**src/design/multisim_cfg_pkg.sv**
```systemverilog
// poll server configuration: payload widths and the adaptive poll delay bounds
package multisim_cfg_pkg;

  // payload widths of the host command and the client response
  localparam int cmd_width = 32;
  localparam int rsp_width = 32;

  // longest wait between host polls
  // used after reset and as the cap of the backoff
  localparam int delay_inactive = 64;

  // short wait after a poll that brought work,
  // keeps back to back transactions fast
  localparam int delay_active = 2;

  // width of the delay counter, must hold delay_inactive
  localparam int delay_width = 7;

endpackage

```
**src/design/multisim_msg_pkg.sv**
```systemverilog
// poll server message types: command and response words and the wait count
package multisim_msg_pkg;

  import multisim_cfg_pkg::*;

  // one command word as pulled from the host and handed to the client
  typedef logic [cmd_width-1:0] cmd_t;

  // one response word as pushed by the client and returned to the host
  typedef logic [rsp_width-1:0] rsp_t;

  // unsigned wait count in clock cycles
  // delay_inactive is the largest value it has to hold
  typedef logic [delay_width-1:0] delay_t;

endpackage

```
**src/design/multisim_poll_if.sv**
```systemverilog
// poll link between the server core and the command fetch side
`timescale 1ns/1ps

interface multisim_poll_if
  import multisim_msg_pkg::*;
();

  // one cycle strobe, core asks for a host poll
  logic poll;
  // one cycle strobe, the host answered the outstanding poll
  logic answer;
  // host had a command, only valid together with answer
  logic hit;
  // command word, only valid together with answer and hit
  cmd_t cmd;

  // core side
  modport requester (
    output poll,
    input  answer,
    input  hit,
    input  cmd
  );

  // fetch side
  modport responder (
    input  poll,
    output answer,
    output hit,
    output cmd
  );

endinterface

```
**src/design/multisim_poll_scheduler.sv**
```systemverilog
// poll scheduler: adaptive backoff wait that pulses due when the next poll is due
`timescale 1ns/1ps

module multisim_poll_scheduler
  import multisim_cfg_pkg::*;
  import multisim_msg_pkg::*;
(
  input  logic clk,
  input  logic reset,
  input  logic kick,
  input  logic hit_kick,
  output logic due
);

  // delay of the wait in progress, base of the next backoff step
  delay_t cur_delay;
  // cycles left in the current wait
  delay_t count;
  // a wait is in progress
  logic running;
  // delay loaded on a kick
  delay_t next_delay;
  // cur_delay times four, two extra bits so the product cannot wrap
  logic [delay_width+1:0] quad;

  // backoff step, a zero delay counts as one
  always_comb begin
    if (cur_delay == '0) begin
      quad = (delay_width + 2)'(4);
    end else begin
      quad = {cur_delay, 2'b00};
    end
    if (hit_kick) begin
      next_delay = delay_t'(delay_active);
    end else if (quad > delay_inactive) begin
      next_delay = delay_t'(delay_inactive);
    end else begin
      next_delay = quad[delay_width-1:0];
    end
  end

  // last cycle of the wait
  assign due = running && (count <= delay_t'(1));

  always_ff @(posedge clk) begin
    if (reset) begin
      // first wait starts with reset release, at the longest delay
      cur_delay <= delay_t'(delay_inactive);
      count     <= delay_t'(delay_inactive);
      running   <= 1'b1;
    end else if (kick) begin
      cur_delay <= next_delay;
      count     <= next_delay;
      running   <= 1'b1;
    end else if (running) begin
      count <= count - 1'b1;
      // one due pulse, then idle until the next kick
      if (due) begin
        running <= 1'b0;
      end
    end
  end

endmodule

```
**src/design/multisim_cmd_fetch.sv**
```systemverilog
// command fetch: drives the host poll strobe and registers the host answer
`timescale 1ns/1ps

module multisim_cmd_fetch
  import multisim_msg_pkg::*;
(
  input  logic                     clk,
  input  logic                     reset,
  multisim_poll_if.responder       link,
  output logic                     cmd_poll,
  input  logic                     cmd_answer,
  input  logic                     cmd_hit,
  input  cmd_t                     cmd_data
);

  // a poll went out and has not been answered yet
  logic outstanding;
  // host answer that belongs to the outstanding poll
  logic accept;

  // answers with no poll in flight are dropped here,
  // the core never sees them
  assign accept = cmd_answer && outstanding;

  // control path
  always_ff @(posedge clk) begin
    if (reset) begin
      cmd_poll    <= 1'b0;
      outstanding <= 1'b0;
      link.answer <= 1'b0;
    end else begin
      // host strobe one cycle behind the core request
      cmd_poll    <= link.poll;
      // core sees the answer one cycle after the host
      link.answer <= accept;
      // open on the request, so an answer in the same
      // cycle as cmd_poll is still taken
      if (link.poll) begin
        outstanding <= 1'b1;
      end else if (accept) begin
        outstanding <= 1'b0;
      end
    end
  end

  // answer payload, held until the next accepted answer
  always_ff @(posedge clk) begin
    if (accept) begin
      link.hit <= cmd_hit;
      link.cmd <= cmd_data;
    end
  end

endmodule

```
**src/design/multisim_server_core.sv**
```systemverilog
// server core: sequences poll, command pull to the client and response push
`timescale 1ns/1ps

module multisim_server_core
  import multisim_msg_pkg::*;
(
  input  logic                     clk,
  input  logic                     reset,
  multisim_poll_if.requester       link,
  output logic                     pull_vld,
  input  logic                     pull_rdy,
  output cmd_t                     pull_data,
  output logic                     rsp_arm,
  input  logic                     rsp_done
);

  // one transaction at a time, pull then push
  typedef enum logic [1:0] {
    st_wait,          // scheduler wait running
    st_await_answer,  // poll out, host has not answered
    st_present,       // command offered to the client
    st_await_rsp      // command taken, waiting for the client response
  } state_t;

  state_t state;

  // scheduler handshake
  logic kick;
  logic hit_kick;
  logic due;

  // answer that carries a command
  logic take_cmd;

  multisim_poll_scheduler u_poll_scheduler (
    .clk      (clk),
    .reset    (reset),
    .kick     (kick),
    .hit_kick (hit_kick),
    .due      (due)
  );

  assign take_cmd = (state == st_await_answer) && link.answer && link.hit;

  // empty poll backs off, a finished transaction restarts the short wait
  // no kick while a transaction is open, so no extra poll goes out
  assign kick = ((state == st_await_answer) && link.answer && !link.hit) ||
                ((state == st_await_rsp) && rsp_done);
  assign hit_kick = (state == st_await_rsp);

  // pull handshake opens the response side, pull_vld is high in st_present
  assign rsp_arm = (state == st_present) && pull_rdy;

  always_ff @(posedge clk) begin
    if (reset) begin
      state     <= st_wait;
      link.poll <= 1'b0;
      pull_vld  <= 1'b0;
    end else begin
      // poll is a single cycle strobe
      link.poll <= 1'b0;
      case (state)
        st_wait: begin
          if (due) begin
            link.poll <= 1'b1;
            state     <= st_await_answer;
          end
        end
        st_await_answer: begin
          if (link.answer) begin
            if (link.hit) begin
              pull_vld <= 1'b1;
              state    <= st_present;
            end else begin
              state <= st_wait;
            end
          end
        end
        st_present: begin
          // hold vld and data until the client takes them
          if (pull_rdy) begin
            pull_vld <= 1'b0;
            state    <= st_await_rsp;
          end
        end
        st_await_rsp: begin
          if (rsp_done) begin
            state <= st_wait;
          end
        end
        default: begin
          state <= st_wait;
        end
      endcase
    end
  end

  // command word for the client, stable through back-pressure
  always_ff @(posedge clk) begin
    if (take_cmd) begin
      pull_data <= link.cmd;
    end
  end

endmodule

```
**src/design/multisim_rsp_return.sv**
```systemverilog
// response return: takes one client response and strobes it out to the host
`timescale 1ns/1ps

module multisim_rsp_return
  import multisim_msg_pkg::*;
(
  input  logic clk,
  input  logic reset,
  input  logic rsp_arm,
  output logic rsp_done,
  output logic push_rdy,
  input  logic push_vld,
  input  rsp_t push_data,
  output logic rsp_strobe,
  output rsp_t rsp_data
);

  // client handshake on this edge
  logic push_fire;

  assign push_fire = push_vld && push_rdy;

  // control path
  always_ff @(posedge clk) begin
    if (reset) begin
      push_rdy   <= 1'b0;
      rsp_strobe <= 1'b0;
    end else begin
      // rdy opens one cycle after arming, closes after one word
      if (push_fire) begin
        push_rdy <= 1'b0;
      end else if (rsp_arm) begin
        push_rdy <= 1'b1;
      end
      // host has no back-pressure, one strobe per response
      rsp_strobe <= push_fire;
    end
  end

  // response word, valid with rsp_strobe
  always_ff @(posedge clk) begin
    if (push_fire) begin
      rsp_data <= push_data;
    end
  end

  // core closes the transaction on the same cycle the host sees the strobe
  assign rsp_done = rsp_strobe;

endmodule

```
**src/design/multisim_server_top.sv**
```systemverilog
// pull then push server bridge: host polling side, client side and return path
`timescale 1ns/1ps

module multisim_server_top
  import multisim_msg_pkg::*;
(
  input  logic clk,
  input  logic reset,
  // host command side, single cycle strobes
  output logic cmd_poll,
  input  logic cmd_answer,
  input  logic cmd_hit,
  input  cmd_t cmd_data,
  // host response side, no back-pressure
  output logic rsp_strobe,
  output rsp_t rsp_data,
  // client command pull, valid/ready
  output logic pull_vld,
  input  logic pull_rdy,
  output cmd_t pull_data,
  // client response push, valid/ready
  output logic push_rdy,
  input  logic push_vld,
  input  rsp_t push_data
);

  // core opens the return path for one response
  logic rsp_arm;
  // return path took the response
  logic rsp_done;

  // poll request and host answer between core and fetch
  multisim_poll_if u_poll_if ();

  multisim_cmd_fetch u_cmd_fetch (
    .clk        (clk),
    .reset      (reset),
    .link       (u_poll_if.responder),
    .cmd_poll   (cmd_poll),
    .cmd_answer (cmd_answer),
    .cmd_hit    (cmd_hit),
    .cmd_data   (cmd_data)
  );

  multisim_server_core u_server_core (
    .clk       (clk),
    .reset     (reset),
    .link      (u_poll_if.requester),
    .pull_vld  (pull_vld),
    .pull_rdy  (pull_rdy),
    .pull_data (pull_data),
    .rsp_arm   (rsp_arm),
    .rsp_done  (rsp_done)
  );

  multisim_rsp_return u_rsp_return (
    .clk        (clk),
    .reset      (reset),
    .rsp_arm    (rsp_arm),
    .rsp_done   (rsp_done),
    .push_rdy   (push_rdy),
    .push_vld   (push_vld),
    .push_data  (push_data),
    .rsp_strobe (rsp_strobe),
    .rsp_data   (rsp_data)
  );

endmodule

```
**config.mk**
```make
export PLATFORM = sky130hd
export DESIGN_NAME = multisim_server_top
export DESIGN_NICKNAME = d
export VERILOG_FILES = /design/src/design/multisim_cfg_pkg.sv /design/src/design/multisim_msg_pkg.sv /design/src/design/multisim_poll_if.sv /design/src/design/multisim_poll_scheduler.sv /design/src/design/multisim_cmd_fetch.sv /design/src/design/multisim_server_core.sv /design/src/design/multisim_rsp_return.sv /design/src/design/multisim_server_top.sv
export SDC_FILE = /design/constraint.sdc
export NUM_CORES = 1
export LEC_CHECK = 0
export ABC_CLOCK_PERIOD_IN_PS = 4400
export BUFFER_PORTS_ARGS = -buffer_cell sky130_fd_sc_hd__buf_2
export CAP_MARGIN = 20
export CORE_MARGIN = 3
export CORE_UTILIZATION = 25
export CTS_CLUSTER_DIAMETER = 30
export DETAILED_ROUTE_END_ITERATION = 8
export GPL_TIMING_DRIVEN = 1
export HOLD_SLACK_MARGIN = 0.03
export PLACE_DENSITY = 0.5
export SYNTH_ARGS = -nofsm -noshare
export SYNTH_HDL_FRONTEND = slang
export SYNTH_HIERARCHICAL = 1
export SYNTH_SLANG_ARGS = --single-unit
```
**constraint.sdc**
```tcl
create_clock -name clk -period 4.4 [get_ports clk]
set_input_delay 0.22 -clock clk [delete_from_list [all_inputs] [get_ports clk]]
set_output_delay 0.22 -clock clk [all_outputs]
set_load 0.1 [all_outputs]
```
; ---- After elaboration in Yosys (flattened, before gate mapping)
; Index checks and enable logic that the tools add are counted.
[op_classes]
add_sub_neg = 1
order_cmp = 2
n_eq_ne = 8
n_mux = 20
bitwise = 1
n_reduce_logical = 20
[op_table]
columns = op, n
row1 = 7-bit two-way mux, 4
row2 = 2-bit two-way mux, 5
row3 = "9-bit by 7-bit greater-than comparator with 1-bit output, second input constant", 1
row4 = 9-bit two-way mux, 1
row5 = 1-bit logical AND, 8
row6 = 1-bit two-way mux, 8
row7 = 2-bit one-hot mux with 4 select lines, 1
row8 = 4-bit AND reduction, 2
row9 = "7-bit by 1-bit less-or-equal comparator with 1-bit output, second input constant", 1
row10 = 7-bit zero test, 1
row11 = "7-bit by 1-bit subtractor with 7-bit output, second input constant", 1
row12 = "2-bit != test, second input constant", 3
row13 = 2-bit nonzero test, 3
row14 = 2-bit OR reduction, 3
row15 = "2-bit == test, second input constant", 2
row16 = "2-bit by 1-bit != test with 1-bit output, second input constant", 2
row17 = "2-bit by 1-bit == test with 1-bit output, second input constant", 1
row18 = 2-bit zero test, 1
row19 = 1-bit one-hot mux with 2 select lines, 1
row20 = 1-bit zero test, 1
row21 = 1-bit logical OR, 1
row22 = 1-bit NOT, 1
[totals]
reg_bits = 121
in_bits = 70
out_inout_bits = 68
wordCells = 67

; ---- Longest topological paths before layout
[logic_depth]
depth_word = 6
depth_mapped = 6
ltp_nobuf = 6

; ---- Cells and area by module
; Netlist, hierarchy kept.
[by_module_without_submodules]
columns = module, n_inst, cells_per_inst, area_per_inst_um2, seq_area_each_um2
row1 = multisim_server_core, 1, 53, 1162.4, 1041.0
row2 = multisim_cmd_fetch, 1, 42, 1096.1, 1051.0
row3 = multisim_rsp_return, 1, 39, 1044.8, 1001.0
row4 = multisim_poll_scheduler, 1, 78, 675.6, 280.3

; ---- Least setup slack after synthesis
; OpenSTA, ideal clock, no wires.
[synth_path]
path_type = reg2reg
start = reg u_rsp_return.push_rdy
end = reg u_rsp_return.rsp_data[0] (enable)
setup_ns = 0.344
arrival_time_ns = 1.465
required_time_ns = 4.056
slack_ns = 2.591
path_stages_with_launch = 2
n_path_buf = 0
period_less_slack_ns = 1.809
path_cell_list = dfxtp_1 > and2_4
[synth_between]
elab_chain_len = 1
[synth_rtl]
columns = item, line
row1 = from (decl), multisim_rsp_return.sv:11  ; output logic push_rdy,
row2 = from (signal assigned), multisim_rsp_return.sv:26  ; push_rdy <= 1'b0;
row3 = from (signal assigned), multisim_rsp_return.sv:31  ; push_rdy <= 1'b0;
row4 = from (signal assigned), multisim_rsp_return.sv:33  ; push_rdy <= 1'b1;
row5 = 1-bit logical AND, multisim_rsp_return.sv:21  ; assign push_fire = push_vld && push_rdy;
row6 = via u_rsp_return.push_fire, multisim_rsp_return.sv:19  ; logic push_fire;
row7 = to (signal assigned), multisim_rsp_return.sv:43  ; rsp_data <= push_data;
row8 = to (decl), multisim_rsp_return.sv:15  ; output rsp_t rsp_data
; The timed path passes the listed nets, and every way through them passes these cells.
; A chain may end at the register's enable or synchronous reset.

==> results.md <==
* Setup violations, final at 0
* RSZ-0062 raised after global routing: no
* Initial DRC Count at 146
* Slew margin rel. at 0.451
* Syn Inst Count at 212
* Setup TNS at 0 ns
* CP Data Required Time at 4.72 ns
* Leakage at 2.33 nW
* Fin. max-slew vios at 0
* Clk slew on worst S/H paths at 0.05 ns
* Synth Register Bits at 120
* RD Place Congestion at 0.777
* Final period util at 0.553
* Clock Root Buffer: clkbuf_16
* Grt ovf at 0
* Synth area leader: edfxtp_1
* Fmax at 411 MHz
* Setup Crit Path Kind: flip-flop to flip-flop
* # IOs at 138
* Number of global-route vias before repair at 2700
* Clk Latency, worst-skew pair at 0.41 ns
* Final Power at 2.72 mW
* Largest net degree at the start of global routing at 35
* Area contributors post-synth: edfxtp_1 (73%), dfxtp_1 (12%), a32o_1 (1.0%)
* Die height at 132 um
* Core ar. at 15400 um^2
* Avg Cell Area, Syn at 18.8 um^2
* Final WL at 8.76 mm
* PwrDens at 450 nW/um^2
* # nets final at 502
* Pre-CTS worst setup slack at 2.04 ns
* Die area at 17500 um^2
* Starting density of the core at 0.259
* Slew of the pin with the lowest slew margin at 0.822 ns
* Diode count at 0
* Routed vias at 2600
* Fraction of registers with async set/reset at 0
* Post-synthesis sequential area ratio at 0.848
* FILL cells at 1441
* Total CTS buffers at 17
* Share of cells above drive strength 1 at 0.386
* Max Cap Viol at 0
* Synth Flop Type: edfxtp_1
* Critical path capture point type: flip-flop
* DRC viols at 0
* Minimum hold slack at 0.106 ns
* Die width at 132 um
* Clk sinks at 120
* Cells along the critical path: or3b_1 > a21boi_1 > nor2b_1 > nand3_1 > a211oi_1
* Antenna violations before repair at 0
* Detailed Place HPWL at 5.59 mm
* Clk_skew at 0.00654 ns
* EDFF count, synth at 97
* Worst Setup Start Kind: flip-flop
* Global-route usage over all layers at 0.107
* Post-DRT Antenna Nets at 0
* Synthesis warning total at 6
* # rows at 45
* Post-Syn Area at 3980 um^2
* Worst path max stage delay at 0.67 ns
* Hold Violations, Final at 0
* DRT Pass-1 Iters at 4
* Critical Path Slowest Stage Cell: a21boi_1
* Arrival time worst endpoint at 2.75 ns
* Yosys top cell area share at 0.732
* Final worst setup slack at 1.97 ns
* HP Class: primary input to flip-flop
* Post-synth cell types at 41
* Layout area overhead at 52.2%
* Routed vias/inst at 3.98
* Peak supply drop at 0.000250 V
* Final min period at 2.43 ns
* CP Max Fanout at 12
* Status: finished, final reports clean
* Drt wl/cell at 13.4 um
* Syn nets at 284
* Worst-case clock buffer depth at 2
* First-pass GRT wire length at 14.3 mm
* CTS tree: built
* H-tree depth at 4
* Port buffer count at 137
[metrics by stage]
| stage | cell area (um^2) | cells | util |
|---|---|---|---|
| finish | 6060 | 654 | 0.394 |
| CTS | 6060 | 654 | 0.394 |
| floorplan | 3980 | 212 | - |
| global placement | 4910 | 557 | 0.319 |
| detailed placement | 4910 | 557 | 0.319 |
| global route | 6060 | 654 | 0.394 |
[worst max-delay path: cells and delay by family (launching register included)]
kind / cells / cell delay [ns]
AND/OR/NAND/NOR: 3 / 1.04
AO/OA/AOI/OAI: 2 / 0.94
flip-flops: 1 / 0.37
[placed cells by master (no fill, tap or decap), types with 6 or more instances in the layout]
cell type	netlist	routed
dfxtp_1	23	23
edfxtp_1	97	97
buf_2	1	137
nand2_1	6	6
clkbuf_16	0	17
dlygate4sd3_1	0	65
inv_1	7	7
nor3_1	7	7
nor2_1	10	10
clkbuf_1	0	9
[logic make-up after synthesis]
logic type	share of synthesized area
DFF	0.848
adders and majority gates	0.00629
muxes	0.00283
and+or+nand+nor	0.0758
xor gates and xnor gates	0.00220
buffers and inverters	0.0135
AOI/OAI and AO/OA	0.0516
[cell usage after synthesis (2+ instances only)]
library cell	n
a21oi_1	5
nand3b_1	2
buf_4	3
a32o_1	4
o21ai_0	2
nor2_1	10
a32oi_1	3
nor2b_4	2
ha_1	2
nor3_1	7
o22ai_1	2
nand2b_1	3
o211ai_1	3
edfxtp_1	97
nor2b_1	3
nand2_1	6
dfxtp_1	23
inv_1	7
nand3_1	4
or3_1	2
and2_4	2
[per-layer routing]
metal,share of wire,up-vias,wire length (um),GRT usage
li1,-,1256,-,-
met1,0.42,1220,3720,0.126
met2,0.48,103,4190,0.165
met3,0.064,21,562,0.0405
met4,0.032,0,280,0.0653
met5,0,-,0,0
[layout make-up]
type                    instances  area [um^2]  area share
clock buffers                  27          473      0.0781
clock inverters                 5         25.0     0.00413
inverters                       7         26.3     0.00434
multi-input cells              81          552      0.0911
flip-flops and latches        120         3370       0.557
well taps                     211          264      0.0436
repair buffers                203         1340       0.222
[sequential cells by signal (all words and copies together), names as in the netlist, 6 cells and up, named ones only]
register	flops
u_cmd_fetch/link.cmd	32
u_server_core/pull_data	32
u_server_core/u_poll_scheduler/cur_delay	6
u_server_core/u_poll_scheduler/count	7
u_rsp_return/rsp_data	32
[report_power, final]
group	internal, mW	total, mW	leakage, nW	switching (mW)
Combinational	0.143	0.248	1.02	0.104
Sequential	1.27	1.31	1.06	0.0461
Clock	0.727	1.16	0.247	0.437
[final timing paths]
| kind | startpoint | to | slack [ns] | cells after the start |
|---|---|---|---|---|
| hold reg to reg | u_cmd_fetch/link.cmd[22]$_DFFE_PP_ | u_server_core/pull_data[22]$_DFFE_PP_ | 0.41 | 0 |
| setup reg to reg | flip-flop | u_server_core/u_poll_scheduler/count[2]$_SDFFE_PP0P_ | 1.97 | 5 |
| hold / removal | cmd_answer | u_cmd_fetch/outstanding$_SDFFE_PP0P_ | 0.11 | 3 |
| setup / recovery | flip-flop | u_server_core/u_poll_scheduler/count[2]$_SDFFE_PP0P_ | 1.97 | 5 |
[repair_timing]
item,in CTS,in global routing
resized for setup,0,0
hold endpoints to repair,65,0
buffers inserted,0,0
hold buffers,65,0
No activity file was read; power rests on OpenSTA's default activity.
